[config.mk]
export PLATFORM = sky130hd
export DESIGN_NAME = cpu_if
export DESIGN_NICKNAME = d
export VERILOG_FILES = /design/src/source/cpu_pkg.sv /design/src/source/cpu_if.sv
export SDC_FILE = /design/constraint.sdc
export NUM_CORES = 1
export LEC_CHECK = 0
export BUFFER_PORTS_ARGS = -buffer_cell sky130_fd_sc_hd__buf_2
export CAP_MARGIN = 10
export CORE_MARGIN = 3
export CORE_UTILIZATION = 43
export CTS_CLUSTER_DIAMETER = 60
export CTS_CLUSTER_SIZE = 28
export DETAILED_ROUTE_END_ITERATION = 7
export HOLD_SLACK_MARGIN = 0.08
export PLACE_DENSITY = 0.75
export SYNTH_ARGS = -nofsm -noshare
export SYNTH_HDL_FRONTEND = slang
export SYNTH_SLANG_ARGS = --single-unit
[constraint.sdc]
create_clock -name clk -period 5.59 [get_ports clk]
set_clock_uncertainty 0.1 [all_clocks]
set_input_delay 1.118 -clock clk [delete_from_list [all_inputs] [get_ports clk]]
set_output_delay 1.118 -clock clk [all_outputs]
set_load 0.01 [all_outputs]
[src/source/cpu_pkg.sv]
// ~~~~~~~~~~~~~~~~~~~~~~~~~~~~~~~~~~~~~~~~~~~~~~~~~~~~~~~~~~~~
// Shared encodings for the five-stage core
// Opcode values outside opcode_e decode as no register write
// ~~~~~~~~~~~~~~~~~~~~~~~~~~~~~~~~~~~~~~~~~~~~~~~~~~~~~~~~~~~~
`default_nettype none

package cpu_pkg;

	localparam int xlen = 32;
	localparam int reg_addr_w = 5;

	// Primary opcode, bits 31:26
	typedef enum logic [5:0] {
		op_rtype = 6'h00,
		op_j     = 6'h02,
		op_jal   = 6'h03,
		op_beq   = 6'h04,
		op_bne   = 6'h05,
		op_jr    = 6'h08,
		op_jalr  = 6'h09,
		op_addi  = 6'h0a,
		op_andi  = 6'h0c,
		op_ori   = 6'h0d,
		op_lui   = 6'h0f,
		op_lw    = 6'h23,
		op_sw    = 6'h2b
	} opcode_e;

	// R-type function field, bits 5:0
	typedef enum logic [5:0] {
		fn_sll = 6'h00,
		fn_srl = 6'h02,
		fn_add = 6'h20,
		fn_sub = 6'h22,
		fn_and = 6'h24,
		fn_or  = 6'h25,
		fn_slt = 6'h2a
	} alu_func_e;

	typedef enum logic [1:0] {
		wb_alu  = 2'd0,
		wb_load = 2'd1,
		wb_link = 2'd2
	} wb_src_e;

endpackage

`default_nettype wire

[src/source/cpu_if.sv]
// ~~~~~~~~~~~~~~~~~~~~~~~~~~~~~~~~~~~~~~~~~~~~~~~~~~~~~~~~~~~~
// Fetch stage with pc reset to 0 and one delay slot
// Jump wins over branch when both are asserted
// ~~~~~~~~~~~~~~~~~~~~~~~~~~~~~~~~~~~~~~~~~~~~~~~~~~~~~~~~~~~~
`default_nettype none

module cpu_if
	import cpu_pkg::*;
(
	input  logic            clk,
	input  logic            rst,
	input  logic            br_taken,
	input  logic            jmp_taken,
	input  logic [xlen-1:0] baddr,
	input  logic [xlen-1:0] jaddr,
	output logic [xlen-1:0] if_pc
);

	logic [xlen-1:0] pc_next;
	logic [xlen-1:0] pc_seq;
	logic            redir;
	logic [xlen-1:0] redir_addr;

	assign pc_seq = if_pc + xlen'(4);

	// Target held one cycle so the next sequential
	// instruction runs as the delay slot
	always_comb begin
		if (redir) begin
			pc_next = redir_addr;
		end else begin
			pc_next = pc_seq;
		end
	end

	always_ff @(posedge clk) begin
		if (rst) begin
			if_pc <= '0;
			redir <= 1'b0;
		end else begin
			if_pc <= pc_next;
			redir <= jmp_taken || br_taken;
		end

		if (jmp_taken) begin
			redir_addr <= jaddr;
		end else begin
			redir_addr <= baddr;
		end
	end

endmodule

`default_nettype wire

# After elaboration in Yosys (flattened, before gate mapping)
# Cells that the tools add are included.
# totals
output_inout_bits	32
reg_bits	65
# op_classes
add_sub_neg	1
muxes	2
reduce_logical	1
# op_table
op	count
$mux 32	2
$add 32x3->32 const B	1
$logic_or 1x1->1	1

# Longest topological paths before layout
# Gate-level depths: netlist of the first run.
# depth
depth_word	2
mapped_depth	7
depth_no_buf	6

# Least setup slack after synthesis of the first run
# No wires, ideal clock.
# synth_timing
kind	input to register
startpoint	input port jmp_taken
endpoint	register redir_addr[10]
t_arrival_ns	2.024
path_buffers	2
setup_slack_ns	3.346
path_stages	3
setup_ns	0.121
cell_sequence	clkbuf_1 clkbuf_1 mux2_2
# synth_between
elab_chain_cells	1
# synth_rtl
item	line_no	source
start: declaration	cpu_if.sv:13	input logic jmp_taken,
$mux 32	cpu_if.sv:45	if (jmp_taken) begin
end signal: assignment	cpu_if.sv:46	redir_addr <= jaddr;
end signal: assignment	cpu_if.sv:48	redir_addr <= baddr;
end: declaration	cpu_if.sv:22	logic [xlen-1:0] redir_addr;
# No other way between the ends.
# A chain may end at the register's enable or synchronous reset.

# Final worst setup path of the first run
# layout_timing
startpoint	register if_pc[6]
endpoint	output port if_pc[6]
# layout_lines
item	line_no	source
start: declaration	cpu_if.sv:16	output logic [xlen-1:0] if_pc
start signal: assignment	cpu_if.sv:41	if_pc <= pc_next;
# No word-level cell between the ends.

==> results_dict.tcl, run 1 <==
set metrics [dict create \
    outcome "finished clean" \
    path_class "reg -> out" \
    grt_pass1_wl_um 9800 \
    initial_core_util_pct 45.5 \
    drive_gt1_share_pct 42.3 \
    overflow 0 \
    wirelength_um 6160 \
    grt_util_all_layers_pct 17.0 \
    fin_ws_ns 3.30 \
    setup.worst_path.start_class "flop" \
    p_leak_uw 0.00150 \
    hpwl_um 4480 \
    grt_pass1_vias 2022 \
    final_area_um2 3470 \
    antennaDiodeCount 0 \
    cts_buffers 9 \
    fin_crit_sh_pct 40.9 \
    synth_cell_types 33 \
    ys_warn_count 0 \
    cts.sinks 65 \
    postCtsSetupBuffers 0 \
    drv_cap 0 \
    period_minus_slack_ns 2.29 \
    critPathTopFamily "flip-flops" \
    slowest_stage "dfxtp_1" \
    setup_viol 0 \
    fin_cells 444 \
    row_count 28 \
    synth_seq_cells 65 \
    critical_path_required_ns 4.37 \
    setup-tns-final_ns 0 \
    cpPeakStageDelay_ns 0.53 \
    slew_headroom_pct 53.7 \
    ctsHoldBuffers 0 \
    drt_iter0_markers 129 \
    nets 433 \
    syn_nets 341 \
    route.detailed.wl_per_inst_um 13.9 \
    cts_buffer_depth 2 \
    slew_viol_final 0 \
    syn_area_per_cell_um2 10.2 \
    fp.dieArea_um2 7450 \
    insertion_delay_ns 0.34 \
    tightest_slew_ns 0.693 \
    antenna_found_initial 0 \
    grt_max_degree 34 \
    worstPathCellList "buf_2" \
    hp-class "reg -> reg" \
    post-place-cells 428 \
    first_pass_iters 4 \
    die_h_um 86.3 \
    rsz0062_at_grt "false" \
    max_freq_mhz 438 \
    end_kind "primary output" \
    synthesis.area_um2 2770 \
    ctsResizeCount 0 \
    portBuffers 99 \
    clkTransAtPathRegs_ns 0.07 \
    cts-htree-levels 3 \
    yosysSeqAreaShare_pct 46.9 \
    power_density_nw_per_um2 299 \
    io_pins 100 \
    crit_buf_inv 1 \
    synthCells 272 \
    pre_cts_slack_ns 3.28 \
    place.gp.congestion 0.786 \
    ir_drop_mv 0.169 \
    post-route-drc-count 0 \
    vias 2267 \
    place_area_um2 3280 \
    hold_viol_final 0 \
    syn_to_final_growth_pct 25.1 \
    clock-root-buffer "clkbuf_8" \
    drt-vias-per-instance 5.11 \
    worstPathMaxFanout 8 \
    coreArea_um2 6100 \
    total_power_uw 1040 \
    cts_tree "done" \
    cp.arrival_ns 1.07 \
    die_width_um 86.3 \
    ant_nets 0 \
]
==> registers in the layout, summed over array words and instances, names as in the netlist <==
register,cells
redir_addr,32
if_pc,32
redir,1
==> worst min-delay path: cells and delay by family, from the launching register on <==
family             cells  cell delay (ns)
DFF                    1             0.30
and+or+nand+nor        1             0.05
AOI/OAI and AO/OA      1             0.05
==> synthesized netlist by cell type, drive strengths merged <==
library cell	instances	area, um2
o21bai	3	22.5
clkbuf	12	45.0
xor2	6	52.6
a21oi	13	65.1
xnor2	20	175
nor3	6	55.1
and2	1	6.26
mux2	32	360
buf	7	45.0
dfxtp	65	1300
and3	2	12.5
or2	1	6.26
nand2	17	63.8
a211oi	11	87.6
nor2	31	116
a311oi	2	17.5
and4	6	52.6
mux2i	6	60.1
inv	4	15.0
nand3	7	35.0
nor4	3	46.3
nand4	12	96.3
or3	2	12.5
ha	1	12.5
o21ai	2	10.0
==> cells by family (layout without fill, tap and decap cells) <==
group	after synthesis	count (layout)	share of synthesized area (%)
AND/OR/NAND/NOR	88	88	18.1
buffers and inverters	23	120	3.79
adder cells (fa/ha/maj)	1	1	0.451
AO/OA/AOI/OAI	31	31	7.31
XOR/XNOR	26	26	8.21
multiplexers	38	38	15.2
flip-flops	65	65	46.9
==> report_power, final <==
part / internal (uW) / switching (uW) / total (uW) / leakage, uW
combinational: 66.2 / 54.3 / 120 / 0.000859
clock: 217 / 168 / 385 / 0.0000974
sequential: 500 / 31.0 / 531 / 0.000543
total: 783 / 253 / 1040 / 0.00150
==> path summary, 6_finish.rpt <==
| check | start | endpoint | slack, ns | depth (start not counted) |
|---|---|---|---|---|
| setup / recovery | if_pc[6]$_SDFF_PP0_ | if_pc[6] | 3.30 | 1 |
| hold / removal | redir_addr[12]$_DFF_P_ | if_pc[12]$_SDFF_PP0_ | 0.34 | 2 |
| setup reg to reg | if_pc[2]$_SDFF_PP0_ | if_pc[20]$_SDFF_PP0_ | 3.48 | 5 |
| hold reg to reg | redir_addr[12]$_DFF_P_ | if_pc[12]$_SDFF_PP0_ | 0.34 | 2 |
==> metrics by stage <==
| step | util (%) | hold WS [ns] |
|---|---|---|
| final | 56.9 | 0.341 |
| after global routing | 56.9 | 0.364 |
| after CTS | 56.9 | 0.343 |
| after detailed placement | 53.8 | 0.334 |
| after global placement | 53.8 | 0.340 |
| after floorplan | - | 0.326 |
==> final cells by class <==
cell class              instances  area [um2]
clock buffers                  13         149
clock inverters                 3        40.0
fillers                       559        2630
inverters                       4        15.0
multi-input cells             184        1370
flip-flops and latches         65        1300
well taps                      75        93.8
repair buffers                100         503
==> cells in the final DEF, fill, tap and decap left out, drive strengths merged <==
master / n
nand2: 17
mux2: 32
and4: 6
a211oi: 11
a311oi: 2
and3: 2
xor2: 6
nand4: 12
o21ai: 2
nor2: 31
ha: 1
clkinv: 2
or2: 1
and2: 1
mux2i: 6
nor3: 6
bufinv: 1
clkbuf: 13
xnor2: 20
inv: 4
nand3: 7
nor4: 3
a21oi: 13
or3: 2
dfxtp: 65
buf: 100
o21bai: 3
==> per-layer routing <==
metal  vias to the layer above  part of all wire, %  track usage [%]
met5                         -                    0                0
met4                         0                  2.6             8.36
met3                        13                  7.5             5.13
met2                        85                   45             24.5
met1                      1027                   45             23.2
li1                       1142                    -                -
(Power assumes the default switching activity.)
==> inputs of run 2 (changes only) <==
--- a/config.mk
+++ b/config.mk
@@ -5,6 +5,7 @@
 export SDC_FILE = /design/constraint.sdc
 export NUM_CORES = 1
 export LEC_CHECK = 0
+export ABC_AREA = 1
 export BUFFER_PORTS_ARGS = -buffer_cell sky130_fd_sc_hd__buf_2
 export CAP_MARGIN = 10
 export CORE_MARGIN = 3
@@ -13,7 +14,7 @@
 export CTS_CLUSTER_SIZE = 28
 export DETAILED_ROUTE_END_ITERATION = 7
 export HOLD_SLACK_MARGIN = 0.08
-export PLACE_DENSITY = 0.75
+export PLACE_DENSITY = 0.74
 export SYNTH_ARGS = -nofsm -noshare
 export SYNTH_HDL_FRONTEND = slang
 export SYNTH_SLANG_ARGS = --single-unit
==> constraint.sdc (replaced) <==
create_clock -name clk -period 2.4 [get_ports clk]
set_clock_uncertainty 0.1 [all_clocks]
set_input_delay 0.48 -clock clk [delete_from_list [all_inputs] [get_ports clk]]
set_output_delay 0.48 -clock clk [all_outputs]
set_load 0.01 [all_outputs]
==> results_dict.tcl, run 2 <==
set metrics [dict create \
    use_met2_pct 30.8 \
    fp.dieArea_um2 8170 \
    insertion_delay_ns 0.34 \
    postLayoutCoreUtil_pct 56.1 \
    synth_top_area_share_pct 42.5 \
    synth.most_common_cell "nand2_1" \
    post-route-drc-count 0 \
    synth_edf_count 0 \
    whs_endpoint "redir_addr[4]$_DFF_P_" \
    tightest_slew_ns 0.860 \
    worstHoldPathCells 3 \
    max_freq_mhz 601 \
    cts_buffers 9 \
    antenna_found_initial 0 \
    overflow 0 \
    worstPathMaxFanout 5 \
    cts_buffer_depth 2 \
    grt_max_degree 55 \
    rsz0062_at_grt "false" \
    fillers 664 \
    grt_pass1_wl_um 12800 \
    reg2reg_setup_slack_ns 0.74 \
    total_power_uw 2620 \
    vias 3101 \
    r2r_cells 10 \
    clock-root-buffer "clkbuf_8" \
    setup-tns-final_ns 0 \
    synth_seq_cells 65 \
    hpwl_um 5810 \
    die_width_um 90.4 \
    post-place-cells 664 \
    cts-htree-levels 3 \
    drv_cap 0 \
    p_leak_uw 0.00199 \
    wirelength_um 7700 \
    antennaDiodeCount 0 \
    slew_viol_final 0 \
    power_density_nw_per_um2 680 \
    grt_util_all_layers_pct 19.3 \
    clkTransAtPathRegs_ns 0.07 \
    hold_viol_final 0 \
    setup.worst_path.start_class "flop" \
    drt_iter0_markers 167 \
    cts_tree "done" \
    place.gp.congestion 0.830 \
    nets 648 \
    setup_viol 0 \
    final_common_cell "nand2_1" \
    ctsHoldBuffers 0 \
    synth_commonest_cells "nand2_1, nor2_1, dfxtp_1, inv_1, nand3_1" \
    groute.layer.met3.usage_pct 2.92 \
    hp-class "in -> reg" \
    syn_area_per_cell_um2 6.33 \
    ys.flop_type "dfxtp_1" \
    reg2reg_to "if_pc[26]$_SDFF_PP0_" \
    route.detailed.wl_per_inst_um 11.3 \
    portBuffers 99 \
    fin_crit_sh_pct 69.3 \
    initial_core_util_pct 44.6 \
    worstHoldStart "baddr[4]" \
    cts.sinks 65 \
    async_flop_share_pct 0 \
    final_cell_mix "nand2_1, buf_2, nor2_1" \
    crit-reg2reg-launch "if_pc[2]$_SDFF_PP0_" \
    synth_cell_types 21 \
    syn_to_final_growth_pct 25.8 \
    yosysSeqAreaShare_pct 42.5 \
    ant_nets 0 \
    postCtsSetupBuffers 0 \
    io_pins 100 \
    critical_path_required_ns 2.55 \
    die_h_um 90.4 \
    ctsResizeCount 0 \
    ir_drop_mv 0.321 \
    syn_nets 553 \
    cp.arrival_ns 1.81 \
    top_usage_layer "met2" \
    synth.area.top_cells "dfxtp_1, nand2_1, nor2_1, inv_1, nand3_1" \
    first_pass_iters 4 \
    yosysTopAreaCell "dfxtp_1" \
    end_kind "flop" \
    ys_warn_count 0 \
    grt_pass1_vias 2901 \
    path_class "reg -> reg" \
    globalRouteMet1Util_pct 25.0 \
    fin_cells 680 \
    synthCells 484 \
    slew_headroom_pct 42.6 \
    period_minus_slack_ns 1.66 \
    coreArea_um2 6870 \
    drt-vias-per-instance 4.56 \
    row_count 30 \
    reg.largest.list "if_pc (32), redir_addr (32), redir (1)" \
    drive_gt1_share_pct 22.1 \
    synthesis.area_um2 3060 \
    outcome "finished clean" \
]
[run 2: cell count changes after synthesis, sizes merged, moves of 22 or more]
cell / change
nand2: +165
nor2: +63
inv: +42
mux2: -32
nand3: +23
o21ai: +22
[run 2: worst max path at each step]
| stage | start | endpoint | slack (ns) | depth (start not counted) |
|---|---|---|---|---|
| 6_report | if_pc[2]$_SDFF_PP0_ | if_pc[26]$_SDFF_PP0_ | 0.74 | 10 |
| 5_1_grt | if_pc[2]$_SDFF_PP0_ | if_pc[26]$_SDFF_PP0_ | 0.57 | 10 |
| 4_1_cts | if_pc[2]$_SDFF_PP0_ | if_pc[26]$_SDFF_PP0_ | 0.74 | 10 |
| 3_5_place_dp | if_pc[2]$_SDFF_PP0_ | if_pc[26]$_SDFF_PP0_ | 0.75 | 10 |
| 3_3_place_gp | rst | if_pc[19]$_SDFF_PP0_ | 0.77 | 4 |
| 2_1_floorplan | if_pc[2]$_SDFF_PP0_ | if_pc[26]$_SDFF_PP0_ | 0.85 | 10 |
[run 2: per-layer routing]
layer  routed length, um  vias up
met2                3360       95
li1                    -     1659
met4                 180        0
met3                 469       15
met5                   0        -
met1                3690     1332
[run 2: final cells by class]
cell class              instances  area [um2]  share of cell area, %
flip-flops and latches         65        1300                   33.8
inverters                      46         173                   4.48
clock inverters                 6        90.1                   2.34
repair buffers                100         503                   13.1
clock buffers                  10         138                   3.57
well taps                      96         120                   3.12
multi-input cells             357        1530                   39.7
[run 2: where the power goes]
group	switching (uW)	internal, uW	leakage, uW
Sequential	75.8	1170	0.000544
Combinational	178	139	0.00133
Clock	442	616	0.000113
[run 2: logic make-up (layout without fill, tap and decap cells)]
logic type,count (synthesis),after routing,synth area share [%]
xor+xnor,8,8,2.29
fa+ha+maj,1,1,0.408
simple gates,312,312,41.2
compound gates,36,36,5.96
buf+inv,62,162,7.64
flops,65,65,42.5
[run 2: metrics by stage]
step	setup slack (ns)	area, um2	hold slack, ns
final	0.737	3850	0.226
after global routing	0.565	3850	0.223
after CTS	0.742	3850	0.214
after detailed placement	0.747	3630	0.350
after global placement	0.774	3630	0.343
after floorplan	0.846	3060	0.331
[run 2: critical path: stages (launching register included)]
cell     delay, ns
dfxtp_1       0.39
ha_1          0.23
nand2_1       0.08
nor2_2        0.14
nand2_2       0.14
nor2_4        0.18
nand2_1       0.06
nand2_1       0.05
nand3_1       0.06
nand2_1       0.09
inv_1         0.04
==> inputs of run 3 (changes only) <==
--- a/config.mk
+++ b/config.mk
@@ -14,7 +14,7 @@
 export CTS_CLUSTER_SIZE = 28
 export DETAILED_ROUTE_END_ITERATION = 7
 export HOLD_SLACK_MARGIN = 0.08
-export PLACE_DENSITY = 0.74
+export PLACE_DENSITY = 0.76
 export SYNTH_ARGS = -nofsm -noshare
 export SYNTH_HDL_FRONTEND = slang
 export SYNTH_SLANG_ARGS = --single-unit
==> constraint.sdc (replaced) <==
create_clock -name clk -period 1.43 [get_ports clk]
set_clock_uncertainty 0.1 [all_clocks]
set_input_delay 0.286 -clock clk [delete_from_list [all_inputs] [get_ports clk]]
set_output_delay 0.286 -clock clk [all_outputs]
set_load 0.01 [all_outputs]
==> results_dict.tcl, run 3 (synthesis gave the netlist of run 2 again) <==
set metrics [dict create \
    rsz0062_at_grt "true" \
    grt_pass1_wl_um 16600 \
    io_pins 100 \
    syn_to_final_growth_pct 61.7 \
    post-route-drc-count 0 \
    nets 754 \
    ir_drop_mv 0.508 \
    fp.dieArea_um2 8170 \
    cts_buffers 9 \
    slew_headroom_pct 75.6 \
    antennaDiodeCount 0 \
    total_power_uw 4520 \
    multiInputGateArea_um2 1670 \
    fin_ws_ns -0.0687 \
    first_pass_iters 5 \
    antenna_found_initial 0 \
    ant_nets 0 \
    fillers 507 \
    p_leak_uw 0.00249 \
    die_h_um 90.4 \
    fin_crit_sh_pct 105 \
    r2r_cells 10 \
    tightest_slew_ns 0.362 \
    hold_viol_final 0 \
    initial_core_util_pct 44.6 \
    wirelength_um 10600 \
    place.gp.congestion 0.879 \
    cp.arrival_ns 1.64 \
    overflow 0 \
    slowest_stage "dfxtp_4" \
    drv_cap 0 \
    portBuffers 99 \
    cpPeakStageDelay_ns 0.37 \
    grt_util_all_layers_pct 25.2 \
    clock-root-buffer "clkbuf_8" \
    hpwl_um 6220 \
    place_area_um2 3930 \
    critical_path_required_ns 1.57 \
    row_count 30 \
    reg.largest.list "if_pc (32), redir_addr (32), redir (1)" \
    worstPathMaxFanout 3 \
    setup_viol 13 \
    drt_iter0_markers 235 \
    insertion_delay_ns 0.34 \
    cts-htree-levels 3 \
    outcome "finished with violations" \
    hp-class "in -> reg" \
    cts_tree "done" \
    cts_buffer_depth 2 \
    coreArea_um2 6870 \
    reg2reg_to "if_pc[28]$_SDFF_PP0_" \
    worstHoldStart "rst" \
    worstPathCellList "ha_4 > nand2_2 > nor2_4 > nand2_2 > nor2_4 > nand2_2 > nand2_2 > nand3_2 > nand2_1 > inv_1" \
    reg2reg_setup_slack_ns -0.07 \
    setup.worst_path.start_class "flop" \
    violations "setup timing" \
    drive_gt1_share_pct 31.0 \
    crit-reg2reg-launch "if_pc[2]$_SDFF_PP0_" \
    period_minus_slack_ns 1.50 \
    final_area_um2 4950 \
    worstHoldPathCells 3 \
    power_density_nw_per_um2 913 \
    grt_pass1_vias 3729 \
    die_width_um 90.4 \
    vias 3795 \
    max_freq_mhz 667 \
    final_common_cell "nand2_1" \
    cts.sinks 65 \
    crit_top_cell "nand2_2" \
    grt_max_degree 34 \
    clkTransAtPathRegs_ns 0.07 \
    route.detailed.wl_per_inst_um 13.5 \
    final_cell_mix "nand2_1, buf_2, nor2_1" \
    end_kind "flop" \
    path_class "reg -> reg" \
    whs_endpoint "redir$_SDFF_PP0_" \
    regArea_um2 1330 \
    slew_viol_final 0 \
    drt-vias-per-instance 4.83 \
    pre_cts_slack_ns -0.0491 \
]
[run 3: changes by cell type in the layout (fill, tap and decap cells not counted), moves of 3 or more]
cell,delta
dfxtp_2,+13
nand3_1,-3
buf_4,+41
nand2_1,-9
nor2_4,+8
o21ai_0,-4
nor2_1,-16
nand3_2,+3
nor2_2,+8
o21ai_1,+4
dlygate4sd3_1,+65
dfxtp_1,-15
nand2_2,+8
[run 3: worst max path at each step]
stage | slack, ns | start | cells past startpoint | endpoint
detailed placement | -0.05 | if_pc[2]$_SDFF_PP0_ | 10 | if_pc[26]$_SDFF_PP0_
floorplan | 0.003 | if_pc[3]$_SDFF_PP0_ | 10 | if_pc[26]$_SDFF_PP0_
CTS | -0.02 | if_pc[3]$_SDFF_PP0_ | 8 | if_pc[16]$_SDFF_PP0_
finish | -0.07 | if_pc[2]$_SDFF_PP0_ | 10 | if_pc[28]$_SDFF_PP0_
global placement | -0.01 | if_pc[2]$_SDFF_PP0_ | 10 | if_pc[26]$_SDFF_PP0_
global route | -0.15 | if_pc[2]$_SDFF_PP0_ | 8 | if_pc[12]$_SDFF_PP0_
[run 3: power by group]
| part | switching (uW) | internal [uW] | leakage [uW] |
|---|---|---|---|
| Clock | 700 | 901 | 0.000103 |
| Combinational | 415 | 436 | 0.00184 |
| Sequential | 105 | 1970 | 0.000549 |
| Total | 1220 | 3300 | 0.00249 |
[run 3: cell type report]
type	instances	area share, %
Sequential cell	65	26.7
Tap cell	96	2.42
Clock inverter	4	1.04
Clock buffer	12	3.13
Inverter	46	3.49
Multi-Input combinational cell	357	33.7
Timing Repair Buffer	206	29.5
[run 3: per-layer routing]
metal,GRT usage (%),up-vias,routed length [um]
li1,-,1874,-
met1,27.7,1700,4160
met2,44.2,162,5260
met3,6.08,59,699
met4,14.0,0,511
met5,0,-,0
[run 3: through the flow]
step	setup TNS [ns]	hold WS, ns	utilization [%]	instances
floorplan	0	0.289	-	484
global placement	-0.0111	0.335	57.2	702
detailed placement	-0.262	0.351	57.2	702
CTS	-0.0654	0.246	70.3	784
global route	-1.83	0.269	72.1	786
finish	-0.393	0.258	72.1	786
[run 3: what timing repair did]
item,in CTS,in global routing
gates resized for setup,11,45
setup endpoints to repair,17,29
hold buffers,65,0
setup buffers,1,2
endpoints found under the hold margin,33,0
pin swaps,6,13
[run 3: worst max-delay path: cells and delay by family (launching register included)]
| kind | cells | cell delay, ns |
|---|---|---|
| adder cells (fa/ha/maj) | 1 | 0.15 |
| buffers and inverters | 1 | 0.03 |
| flip-flops | 1 | 0.37 |
| AND/OR/NAND/NOR | 8 | 0.75 |
